`config.mk`:
```
export PLATFORM = sky130hd
export DESIGN_NAME = sample_buffer
export DESIGN_NICKNAME = d
export VERILOG_FILES = /design/src/hdl/sample_buffer_pkg.sv /design/src/hdl/sample_buffer_regs.sv /design/src/hdl/bank_capture.sv /design/src/hdl/bank_memory.sv /design/src/hdl/bank_readout.sv /design/src/hdl/sample_buffer.sv
export SDC_FILE = /design/constraint.sdc
export NUM_CORES = 1
export LEC_CHECK = 0
export BUFFER_PORTS_ARGS = -buffer_cell sky130_fd_sc_hd__buf_2
export CORE_MARGIN = 4
export CORE_UTILIZATION = 35
export CTS_BUF_LIST = sky130_fd_sc_hd__clkbuf_4
export DETAILED_ROUTE_END_ITERATION = 10
export HOLD_SLACK_MARGIN = 0.03
export SYNTH_ARGS = -nofsm -noshare
export SYNTH_HDL_FRONTEND = slang
export SYNTH_SLANG_ARGS = --single-unit
```
`constraint.sdc`:
```
create_clock -name capture_clk -period 6.33 [get_ports capture_clk]
set_clock_uncertainty 0.05 [all_clocks]
set_input_delay 0.9495 -clock capture_clk [delete_from_list [all_inputs] [get_ports capture_clk]]
set_output_delay 0.9495 -clock capture_clk [all_outputs]
set_load 0.01 [all_outputs]
```
`src/hdl/sample_buffer_pkg.sv`:
```
// shared widths, register map and bus types of the banked sample capture buffer
package sample_buffer_pkg;

  localparam int num_channels = 4;
  localparam int bank_depth = 16;
  localparam int sample_width = 16;
  localparam int max_banking_mode = 2;

  typedef logic [sample_width-1:0] sample_word_t;
  typedef logic [$clog2(bank_depth)-1:0] bank_addr_t;
  typedef logic [$clog2(bank_depth+1)-1:0] bank_depth_t;
  typedef logic [$clog2(num_channels)-1:0] bank_index_t;
  typedef logic [$clog2(max_banking_mode+1)-1:0] banking_mode_t;
  typedef logic [7:0] apb_addr_t;
  typedef logic [31:0] apb_data_t;

  // APB byte offsets, depth of bank b sits at reg_depth_base + 4*b
  localparam apb_addr_t reg_control = 8'h00;
  localparam apb_addr_t reg_banking = 8'h04;
  localparam apb_addr_t reg_status = 8'h08;
  localparam apb_addr_t reg_depth_base = 8'h0C;

  typedef struct packed {
    logic [num_channels-1:0] valid;
    sample_word_t [num_channels-1:0] data;
  } capture_samples_t;

  // single cycle command pulses plus the held banking mode
  typedef struct packed {
    logic capture_start;
    logic capture_stop;
    logic readout_start;
    logic sw_reset;
    banking_mode_t banking_mode;
  } buffer_cmd_t;

  // capturing lands in bit 0 of the status register
  typedef struct packed {
    logic readout_done;
    logic readout_busy;
    logic full;
    logic capturing;
  } buffer_status_t;

  typedef struct packed {
    logic en;
    bank_addr_t addr;
    sample_word_t data;
  } bank_write_t;

  typedef struct packed {
    bank_depth_t [num_channels-1:0] depth;
  } bank_depths_t;

  typedef enum logic {cap_idle, cap_armed} capture_state_t;

  typedef enum logic [1:0] {rd_idle, rd_fetch, rd_stream, rd_done} readout_state_t;

endpackage

```
`src/hdl/sample_buffer_regs.sv`:
```
// APB register block holding the banking mode and issuing capture and readout commands
`timescale 1ns/1ns
module sample_buffer_regs (
  input  logic                              capture_clk,
  input  logic                              readout_reset,
  input  logic                              psel,
  input  logic                              penable,
  input  logic                              pwrite,
  input  sample_buffer_pkg::apb_addr_t      paddr,
  input  sample_buffer_pkg::apb_data_t      pwdata,
  output sample_buffer_pkg::apb_data_t      prdata,
  output logic                              pready,
  output logic                              pslverr,
  output sample_buffer_pkg::buffer_cmd_t    cmd,
  input  sample_buffer_pkg::buffer_status_t status,
  input  sample_buffer_pkg::bank_depths_t   depths
);

  logic access;
  logic is_control;
  logic is_banking;
  logic is_status;
  logic is_depth;
  logic mapped;
  logic read_only;
  logic wr_control;
  logic wr_banking;
  sample_buffer_pkg::bank_index_t depth_sel;

  ////////////////////////////////////////////////////////////
  // address decode
  ////////////////////////////////////////////////////////////

  // access phase of a transfer, pready is tied high
  assign access = psel & penable;
  assign pready = 1'b1;

  assign is_control = paddr == sample_buffer_pkg::reg_control;
  assign is_banking = paddr == sample_buffer_pkg::reg_banking;
  assign is_status = paddr == sample_buffer_pkg::reg_status;
  assign is_depth = (paddr >= sample_buffer_pkg::reg_depth_base)
                  && (paddr < sample_buffer_pkg::reg_depth_base
                      + 4 * sample_buffer_pkg::num_channels)
                  && (paddr[1:0] == 2'b00);

  // word index of the depth register being addressed
  assign depth_sel = sample_buffer_pkg::bank_index_t'(
                       (paddr - sample_buffer_pkg::reg_depth_base) >> 2);

  assign mapped = is_control | is_banking | is_status | is_depth;
  assign read_only = is_status | is_depth;

  // unmapped offsets and writes to status or depth are errors
  assign pslverr = access & (~mapped | (pwrite & read_only));

  assign wr_control = access & pwrite & is_control;
  assign wr_banking = access & pwrite & is_banking;

  ////////////////////////////////////////////////////////////
  // read mux
  ////////////////////////////////////////////////////////////

  always_comb begin
    prdata = '0;
    if (is_banking) begin
      prdata = sample_buffer_pkg::apb_data_t'(cmd.banking_mode);
    end else if (is_status) begin
      prdata = sample_buffer_pkg::apb_data_t'(status);
    end else if (is_depth) begin
      prdata = sample_buffer_pkg::apb_data_t'(depths.depth[depth_sel]);
    end
  end

  ////////////////////////////////////////////////////////////
  // command pulses and banking mode
  ////////////////////////////////////////////////////////////

  always_ff @(posedge capture_clk) begin
    if (readout_reset) begin
      cmd <= '0;
    end else begin
      // control bits only live for one cycle
      cmd.capture_start <= wr_control & pwdata[0];
      cmd.capture_stop <= wr_control & pwdata[1];
      cmd.readout_start <= wr_control & pwdata[2];
      cmd.sw_reset <= wr_control & pwdata[3];
      // mode is frozen during capture and out of range values are dropped
      if (wr_banking && !status.capturing
          && (pwdata <= sample_buffer_pkg::apb_data_t'(sample_buffer_pkg::max_banking_mode))) begin
        cmd.banking_mode <= sample_buffer_pkg::banking_mode_t'(pwdata);
      end
    end
  end

endmodule

```
`src/hdl/bank_capture.sv`:
```
// capture controller steering channel samples into banks and counting bank write depths
`timescale 1ns/1ns
module bank_capture (
  input  logic                                capture_clk,
  input  logic                                readout_reset,
  input  sample_buffer_pkg::buffer_cmd_t      cmd,
  input  sample_buffer_pkg::capture_samples_t samples,
  output sample_buffer_pkg::bank_write_t      bank_wr [sample_buffer_pkg::num_channels],
  output sample_buffer_pkg::bank_depths_t     depths,
  output logic                                capturing,
  output logic                                full
);

  // per channel pointer spanning all banks owned by that channel
  typedef logic [$bits(sample_buffer_pkg::bank_index_t)
                 + $bits(sample_buffer_pkg::bank_addr_t)-1:0] chan_ptr_t;

  sample_buffer_pkg::capture_state_t state;
  chan_ptr_t wr_ptr [sample_buffer_pkg::num_channels];
  chan_ptr_t last_ptr;
  logic [sample_buffer_pkg::num_channels-1:0] chan_active;
  logic [sample_buffer_pkg::num_channels-1:0] chan_space;
  logic [sample_buffer_pkg::num_channels-1:0] chan_write;
  logic [sample_buffer_pkg::num_channels-1:0] chan_last;
  logic any_last;

  assign capturing = state == sample_buffer_pkg::cap_armed;

  ////////////////////////////////////////////////////////////
  // channel qualification
  ////////////////////////////////////////////////////////////

  always_comb begin
    // highest pointer value a channel reaches under this mode
    last_ptr = chan_ptr_t'((sample_buffer_pkg::bank_depth
                * (sample_buffer_pkg::num_channels >> cmd.banking_mode)) - 1);
    for (int c = 0; c < sample_buffer_pkg::num_channels; c++) begin
      chan_active[c] = c < (1 << cmd.banking_mode);
      // the last bank of a channel decides whether it still has room
      chan_space[c] = depths.depth[sample_buffer_pkg::bank_index_t'(
                        c + sample_buffer_pkg::num_channels - (1 << cmd.banking_mode))]
                      != sample_buffer_pkg::bank_depth;
      chan_write[c] = capturing & samples.valid[c] & chan_active[c] & chan_space[c];
      chan_last[c] = chan_write[c] & (wr_ptr[c] == last_ptr);
    end
    any_last = |chan_last;
  end

  ////////////////////////////////////////////////////////////
  // bank write steering
  ////////////////////////////////////////////////////////////

  always_comb begin
    sample_buffer_pkg::bank_index_t owner;
    sample_buffer_pkg::bank_index_t slot;
    for (int b = 0; b < sample_buffer_pkg::num_channels; b++) begin
      // bank b belongs to channel b mod 2^mode as its (b >> mode)th bank
      owner = sample_buffer_pkg::bank_index_t'(b & ((1 << cmd.banking_mode) - 1));
      slot = sample_buffer_pkg::bank_index_t'(b >> cmd.banking_mode);
      bank_wr[b].en = chan_write[owner]
                    & (sample_buffer_pkg::bank_index_t'(
                         wr_ptr[owner] >> $bits(sample_buffer_pkg::bank_addr_t)) == slot);
      bank_wr[b].addr = sample_buffer_pkg::bank_addr_t'(wr_ptr[owner]);
      bank_wr[b].data = samples.data[owner];
    end
  end

  ////////////////////////////////////////////////////////////
  // state, pointers and depths
  ////////////////////////////////////////////////////////////

  always_ff @(posedge capture_clk) begin
    if (readout_reset || cmd.sw_reset) begin
      state <= sample_buffer_pkg::cap_idle;
      full <= 1'b0;
      depths <= '0;
      for (int c = 0; c < sample_buffer_pkg::num_channels; c++) begin
        wr_ptr[c] <= '0;
      end
    end else if (cmd.capture_start) begin
      // a new capture starts from empty banks
      state <= sample_buffer_pkg::cap_armed;
      full <= 1'b0;
      depths <= '0;
      for (int c = 0; c < sample_buffer_pkg::num_channels; c++) begin
        wr_ptr[c] <= '0;
      end
    end else begin
      if (cmd.capture_stop || any_last) begin
        state <= sample_buffer_pkg::cap_idle;
      end
      if (any_last) begin
        full <= 1'b1;
      end
      for (int c = 0; c < sample_buffer_pkg::num_channels; c++) begin
        if (chan_write[c]) begin
          wr_ptr[c] <= wr_ptr[c] + 1'b1;
        end
      end
      for (int b = 0; b < sample_buffer_pkg::num_channels; b++) begin
        if (bank_wr[b].en) begin
          depths.depth[b] <= depths.depth[b] + 1'b1;
        end
      end
    end
  end

endmodule

```
`src/hdl/bank_memory.sv`:
```
// one bank of simple dual port sample storage with a registered read port
`timescale 1ns/1ns
module bank_memory (
  input  logic                            capture_clk,
  input  sample_buffer_pkg::bank_write_t  wr,
  input  sample_buffer_pkg::bank_addr_t   rd_addr,
  output sample_buffer_pkg::sample_word_t rd_data
);

  ////////////////////////////////////////////////////////////
  // storage array
  ////////////////////////////////////////////////////////////

  sample_buffer_pkg::sample_word_t mem [sample_buffer_pkg::bank_depth];

  // write port driven by the capture controller
  always_ff @(posedge capture_clk) begin
    if (wr.en) begin
      mem[wr.addr] <= wr.data;
    end
  end

  // one cycle read latency
  // a read of the address being written returns the old word
  always_ff @(posedge capture_clk) begin
    rd_data <= mem[rd_addr];
  end

endmodule

```
`src/hdl/bank_readout.sv`:
```
// readout sequencer walking the written words of every bank into a valid/ready stream
`timescale 1ns/1ns
module bank_readout (
  input  logic                            capture_clk,
  input  logic                            readout_reset,
  input  sample_buffer_pkg::buffer_cmd_t  cmd,
  input  sample_buffer_pkg::bank_depths_t depths,
  output sample_buffer_pkg::bank_addr_t   rd_addr,
  input  sample_buffer_pkg::sample_word_t bank_rd_data [sample_buffer_pkg::num_channels],
  output logic                            readout_valid,
  output sample_buffer_pkg::sample_word_t readout_data,
  output logic                            readout_last,
  input  logic                            readout_ready,
  output logic                            busy,
  output logic                            done
);

  sample_buffer_pkg::readout_state_t state;
  sample_buffer_pkg::bank_index_t bank;
  sample_buffer_pkg::bank_addr_t addr;
  sample_buffer_pkg::bank_index_t later_bank;
  logic later_hit;
  logic bank_empty;
  logic tail_word;
  logic final_word;

  // lowest nonempty bank at or above first, hit flag in the top bit
  function automatic logic [$bits(sample_buffer_pkg::bank_index_t):0] find_bank(
    input sample_buffer_pkg::bank_depths_t d,
    input int first
  );
    logic [$bits(sample_buffer_pkg::bank_index_t):0] hit;
    hit = '0;
    for (int b = sample_buffer_pkg::num_channels - 1; b >= 0; b--) begin
      if ((b >= first) && (d.depth[b] != '0)) begin
        hit = {1'b1, sample_buffer_pkg::bank_index_t'(b)};
      end
    end
    return hit;
  endfunction

  ////////////////////////////////////////////////////////////
  // position within the buffer
  ////////////////////////////////////////////////////////////

  always_comb begin
    {later_hit, later_bank} = find_bank(depths, int'(bank) + 1);
    bank_empty = depths.depth[bank] == '0;
    tail_word = {1'b0, addr} == (depths.depth[bank] - 1'b1);
    // nothing left after this word in any bank
    final_word = tail_word & ~later_hit;
  end

  assign rd_addr = addr;
  assign readout_valid = state == sample_buffer_pkg::rd_stream;
  assign readout_data = bank_rd_data[bank];
  assign readout_last = readout_valid & final_word;
  assign busy = (state == sample_buffer_pkg::rd_fetch)
              | (state == sample_buffer_pkg::rd_stream);
  assign done = state == sample_buffer_pkg::rd_done;

  ////////////////////////////////////////////////////////////
  // sequencer FSM
  ////////////////////////////////////////////////////////////

  always_ff @(posedge capture_clk) begin
    if (readout_reset || cmd.sw_reset) begin
      state <= sample_buffer_pkg::rd_idle;
      bank <= '0;
      addr <= '0;
    end else if (cmd.readout_start) begin
      state <= sample_buffer_pkg::rd_fetch;
      bank <= '0;
      addr <= '0;
    end else begin
      case (state)
        sample_buffer_pkg::rd_fetch: begin
          // only bank 0 can be empty here, later banks are chosen nonempty
          if (bank_empty) begin
            if (later_hit) begin
              bank <= later_bank;
            end else begin
              state <= sample_buffer_pkg::rd_done;
            end
          end else begin
            // memory output is valid on the next cycle
            state <= sample_buffer_pkg::rd_stream;
          end
        end
        sample_buffer_pkg::rd_stream: begin
          // word and address hold while the sink stalls
          if (readout_ready) begin
            if (final_word) begin
              state <= sample_buffer_pkg::rd_done;
            end else if (tail_word) begin
              bank <= later_bank;
              addr <= '0;
              state <= sample_buffer_pkg::rd_fetch;
            end else begin
              addr <= addr + 1'b1;
              state <= sample_buffer_pkg::rd_fetch;
            end
          end
        end
        default: begin
          state <= state;
        end
      endcase
    end
  end

endmodule

```
`src/hdl/sample_buffer.sv`:
```
// banked sample capture buffer top with APB control and streaming readout
`timescale 1ns/1ns
module sample_buffer (
  input  logic                                capture_clk,
  input  logic                                readout_reset,
  input  logic                                psel,
  input  logic                                penable,
  input  logic                                pwrite,
  input  sample_buffer_pkg::apb_addr_t        paddr,
  input  sample_buffer_pkg::apb_data_t        pwdata,
  output sample_buffer_pkg::apb_data_t        prdata,
  output logic                                pready,
  output logic                                pslverr,
  input  sample_buffer_pkg::capture_samples_t samples,
  output logic                                readout_valid,
  output sample_buffer_pkg::sample_word_t     readout_data,
  output logic                                readout_last,
  input  logic                                readout_ready
);

  sample_buffer_pkg::buffer_cmd_t cmd;
  wire sample_buffer_pkg::buffer_status_t status;
  sample_buffer_pkg::bank_depths_t depths;
  sample_buffer_pkg::bank_write_t bank_wr [sample_buffer_pkg::num_channels];
  sample_buffer_pkg::bank_addr_t rd_addr;
  sample_buffer_pkg::sample_word_t bank_rd_data [sample_buffer_pkg::num_channels];

  ////////////////////////////////////////////////////////////
  // control
  ////////////////////////////////////////////////////////////

  sample_buffer_regs i_regs (
    .capture_clk   (capture_clk),
    .readout_reset (readout_reset),
    .psel          (psel),
    .penable       (penable),
    .pwrite        (pwrite),
    .paddr         (paddr),
    .pwdata        (pwdata),
    .prdata        (prdata),
    .pready        (pready),
    .pslverr       (pslverr),
    .cmd           (cmd),
    .status        (status),
    .depths        (depths)
  );

  bank_capture i_capture (
    .capture_clk   (capture_clk),
    .readout_reset (readout_reset),
    .cmd           (cmd),
    .samples       (samples),
    .bank_wr       (bank_wr),
    .depths        (depths),
    .capturing     (status.capturing),
    .full          (status.full)
  );

  ////////////////////////////////////////////////////////////
  // storage and readout
  ////////////////////////////////////////////////////////////

  for (genvar b = 0; b < sample_buffer_pkg::num_channels; b++) begin : g_bank
    bank_memory i_bank (
      .capture_clk (capture_clk),
      .wr          (bank_wr[b]),
      .rd_addr     (rd_addr),
      .rd_data     (bank_rd_data[b])
    );
  end

  bank_readout i_readout (
    .capture_clk   (capture_clk),
    .readout_reset (readout_reset),
    .cmd           (cmd),
    .depths        (depths),
    .rd_addr       (rd_addr),
    .bank_rd_data  (bank_rd_data),
    .readout_valid (readout_valid),
    .readout_data  (readout_data),
    .readout_last  (readout_last),
    .readout_ready (readout_ready),
    .busy          (status.readout_busy),
    .done          (status.readout_done)
  );

endmodule

```
==> qor.log <==
INFO  floorplanning  ios=166
INFO  global_route   groute.usage.overall=17.92%
INFO  setup_path     cell_repeated_most_along_the_worst_path=mux4_2
INFO  routing        detailedRoute.firstPassIterationCount=5
INFO  global_route   use_met2=27.39%
INFO  logic_synthesis postSynth.topFlopCell=edfxtp_1
INFO  routing        drcViolationCount=0
INFO  setup_path     timing.critical_path.to_type=output port
INFO  logic_synthesis yosys.area.top_type_share=68.22%
INFO  routing        via_per_inst=5.228
INFO  sta            rsz0062_at_grt=false
INFO  global_route   grt-busiest-layer=met2
INFO  cells_and_area fin_area=52760squm
INFO  floorplanning  floorplan.die.width=370.0microns
INFO  cts            cts_tree=yes
INFO  hold_path      hold_path.class=input port to flop
INFO  cells_and_area post_route_cells_drive_above_1_share=40.21%
INFO  routing        drt_first_iter_violations=2363
INFO  setup_path     largest_fanout_on_the_critical_path=30
INFO  logic_synthesis netlist_top_cells_area=edfxtp_1, mux4_2, dfxtp_1, mux2_2, ha_1
INFO  routing        wl=122400microns
INFO  placed_design  post_dp_cell_area=48930squm
INFO  logic_synthesis synth-seq-area-share=72.85%
INFO  setup_path     worst_path_max_delay_cell=mux4_2
INFO  sta            timing.slew.headroom=18.69%
INFO  logic_synthesis ys_top_cells_by_count=edfxtp_1, mux4_2, dfxtp_1, nor2_1, nand2_1
INFO  floorplanning  fp.dieH=370.0microns
INFO  logic_synthesis yosys_warnings=0
INFO  cts            cts.path.max_buffers=4
INFO  setup_path     critical_path.n_buffers_inverters=3
INFO  setup_path     cp_slowest_stage_delay=0.63ns
INFO  global_route   overflow=0
INFO  setup_path     arrival=4.42ns
INFO  cts            cts-buffers-inserted=315
INFO  placed_design  portbufs=137
INFO  setup_path     cp_top_family=multiplexers
INFO  sta            finalWorstPathRequiredPeriod=5.416ns
INFO  logic_synthesis ys_types=62
INFO  logic_synthesis async_reset_ff_share=0%
INFO  sta            worstMarginPinSlew=1.215ns
INFO  global_route   grt_use_met1=23.73%
INFO  sta            slew_viol_final=0
INFO  global_route   grt_max_degree=150
INFO  cells_and_area fillerInstances=11660
INFO  routing        detailroute.via_count=24030
INFO  cts            htreeDepth=5
INFO  logic_synthesis register_bit_total_from_synthesis=1148
INFO  setup_path     timing.critical_path.cells=buf_4 > mux4_2 > inv_1 > ha_1 > mux4_2 > o31a_4 > or3_4 > nor2_1 > buf_2
INFO  cts            hold_buffers=7
INFO  pwr            leakagePower=17.05nW
INFO  cts            worst_setup_hold_path_clk_slew=0.07ns
INFO  global_route   first_global_vias=25120
INFO  sta            finalHoldViolations=0
INFO  cts            post-cts-setup-buffers=0
INFO  outcome        status=finished, final reports clean
INFO  floorplanning  start_util=35.33%
INFO  logic_synthesis netlist_area=45870squm
INFO  global_route   use_met3=6.542%
INFO  sta            fin_setup_tns=0ns
INFO  setup_path     crit_required=5.33ns
INFO  global_route   initial_antenna_violation_count=23
INFO  floorplanning  die-area=136900squm
INFO  pwr            power_dens_cells=304.8nW/um^2
INFO  logic_synthesis syn_inst=2238
INFO  logic_synthesis edff_count_synth=1042
INFO  logic_synthesis post-synth-top-count-cell=edfxtp_1
INFO  cts            clock_sink_count=1148
INFO  setup_path     crit_path_start_kind=flop
INFO  sta            finalSetupViolations=0
INFO  placed_design  hpwlAfterDp=81700microns
INFO  job            max_cap_viol_count=0
INFO  floorplanning  placementRows=132
INFO  cells_and_area design.final.nets=2787
INFO  cts            cts-root-buf=clkbuf_4
INFO  setup_path     critical_path_class=flop to output port
INFO  cts            cts_resized=0
INFO  placed_design  place_congestion=0.8827
INFO  sta            min_period_over_period=85.56%
INFO  routing        post_drt_wl_per_cell=26.64microns
INFO  logic_synthesis yosysTopAreaCell=edfxtp_1
INFO  floorplanning  design.core.area=129800squm
INFO  sta            clock.fmax=184.6MHz
INFO  routing        antenna_viol_nets_final=0
INFO  cells_and_area synth_to_layout_area_growth=15.04%
INFO  cts            worstSkewPairLatency=1.22ns
INFO  pwr            vdd_ir_drop_max=0.1887mV
INFO  logic_synthesis synthesis.area_per_instance=20.49squm
INFO  global_route   grt_pass1_wl=175000microns
-- layer usage --
| layer | vias up | share of wire (%) |
|---|---|---|
| li1 | 10160 | - |
| met3 | 188 | 11 |
| met1 | 12430 | 40 |
| met4 | 2 | 2.0 |
| met2 | 1246 | 47 |
| met5 | - | 0.013 |
-- placed cells by master, fill, tap and decap left out, types with 14 or more instances in the layout --
cell	instances
o21ai_0	18
nand2_1	77
edfxtp_1	1042
inv_1	31
mux2_2	36
buf_2	137
nor2_2	22
clkbuf_4	463
and3_1	18
diode_2	14
conb_1	28
xor2_1	18
nand2b_1	14
nor3_1	19
a21oi_1	19
clkinv_1	39
mux4_2	352
dfxtp_1	102
ha_1	28
xnor2_1	23
nor2_1	62
mux2i_1	33
nor3_2	32
nand3_1	25
buf_4	59
-- final timing paths --
kind         cells after the start                            from  slack (ns)                                   end
max                              9  i_readout.bank[0]$_SDFFE_PP0P_        0.91                          readout_last
min                              1                      samples[9]        0.18  g_bank[0].i_bank.mem[2][9]$_DFFE_PP_
max reg2reg                      8      i_regs.cmd[1]$_SDFFE_PP0P_        1.74  g_bank[0].i_bank.mem[1][4]$_DFFE_PP_
min reg2reg                      1     i_capture.full$_SDFFE_PP0P_        0.43           i_capture.full$_SDFFE_PP0P_
-- per-stage QoR --
stage / worst slack (ns) / utilization [%] / power (mW) / std cells / hold WS, ns
3_3_place_gp: 1.864 / 37.69 / 9.933 / 4061 / 0.4063
4_1_cts: 0.7570 / 40.62 / 16.27 / 4582 / 0.05295
5_1_grt: 0.6655 / 40.63 / 16.75 / 4589 / 0.1073
2_1_floorplan: 1.960 / - / 9.400 / 2264 / 0.3904
3_5_place_dp: 1.737 / 37.69 / 9.950 / 4061 / 0.4230
6_report: 0.9139 / 40.65 / 16.08 / 4596 / 0.1776
-- cell type report --
type	instances	area (sq um)	share of cell area [%]
clock inverter	51	250.2	0.4743
antenna	14	35.03	0.06640
clock buffer	463	3476	6.587
sequential	1148	33420	63.35
inverter	32	122.6	0.2324
timing repair buffer	206	1259	2.386
multi-input combinational	940	12020	22.78
tap	1742	2180	4.131
-- power breakdown --
part	switching [mW]	internal [mW]	total [mW]
logic	0.757	0.614	1.37
clock network	2.92	3.39	6.31
registers	0.0775	8.32	8.40
total	3.75	12.3	16.1
-- flip-flops by register name, indices dropped and copies added, names as in the netlist --
register / cells
g_bank.i_bank.mem: 1024
g_bank.i_bank.rd_data: 64
i_capture.wr_ptr: 24
i_capture.depths: 20
i_regs.cmd: 6
i_readout.rd_addr: 4
i_readout.bank: 2
i_readout.state: 2
i_capture.capturing: 1
i_capture.full: 1
-- cells by family (layout without fill, tap and decap cells) --
group | Yosys count | after routing | share of synthesized area, %
AND/OR/NAND/NOR | 327 | 327 | 3.475
other | 2 | 42 | 0.01637
XOR/XNOR | 41 | 41 | 0.7829
buffers and inverters | 176 | 752 | 1.757
adder cells (fa/ha/maj) | 30 | 30 | 0.8184
multiplexers | 421 | 421 | 18.89
flip-flops | 1148 | 1148 | 72.85
AO/OA/AOI/OAI | 93 | 93 | 1.416
-- worst register-to-register path: stages (launching register included) --
cell and delay (ns):
dfxtp_1 0.38, inv_1 0.21, ha_1 0.30, inv_1 0.14
ha_4 0.83, mux4_2 0.47, or2_1 0.24, or3_1 0.53
nor4b_4 1.06
Note: power is estimated with default switching activity, not from simulation.
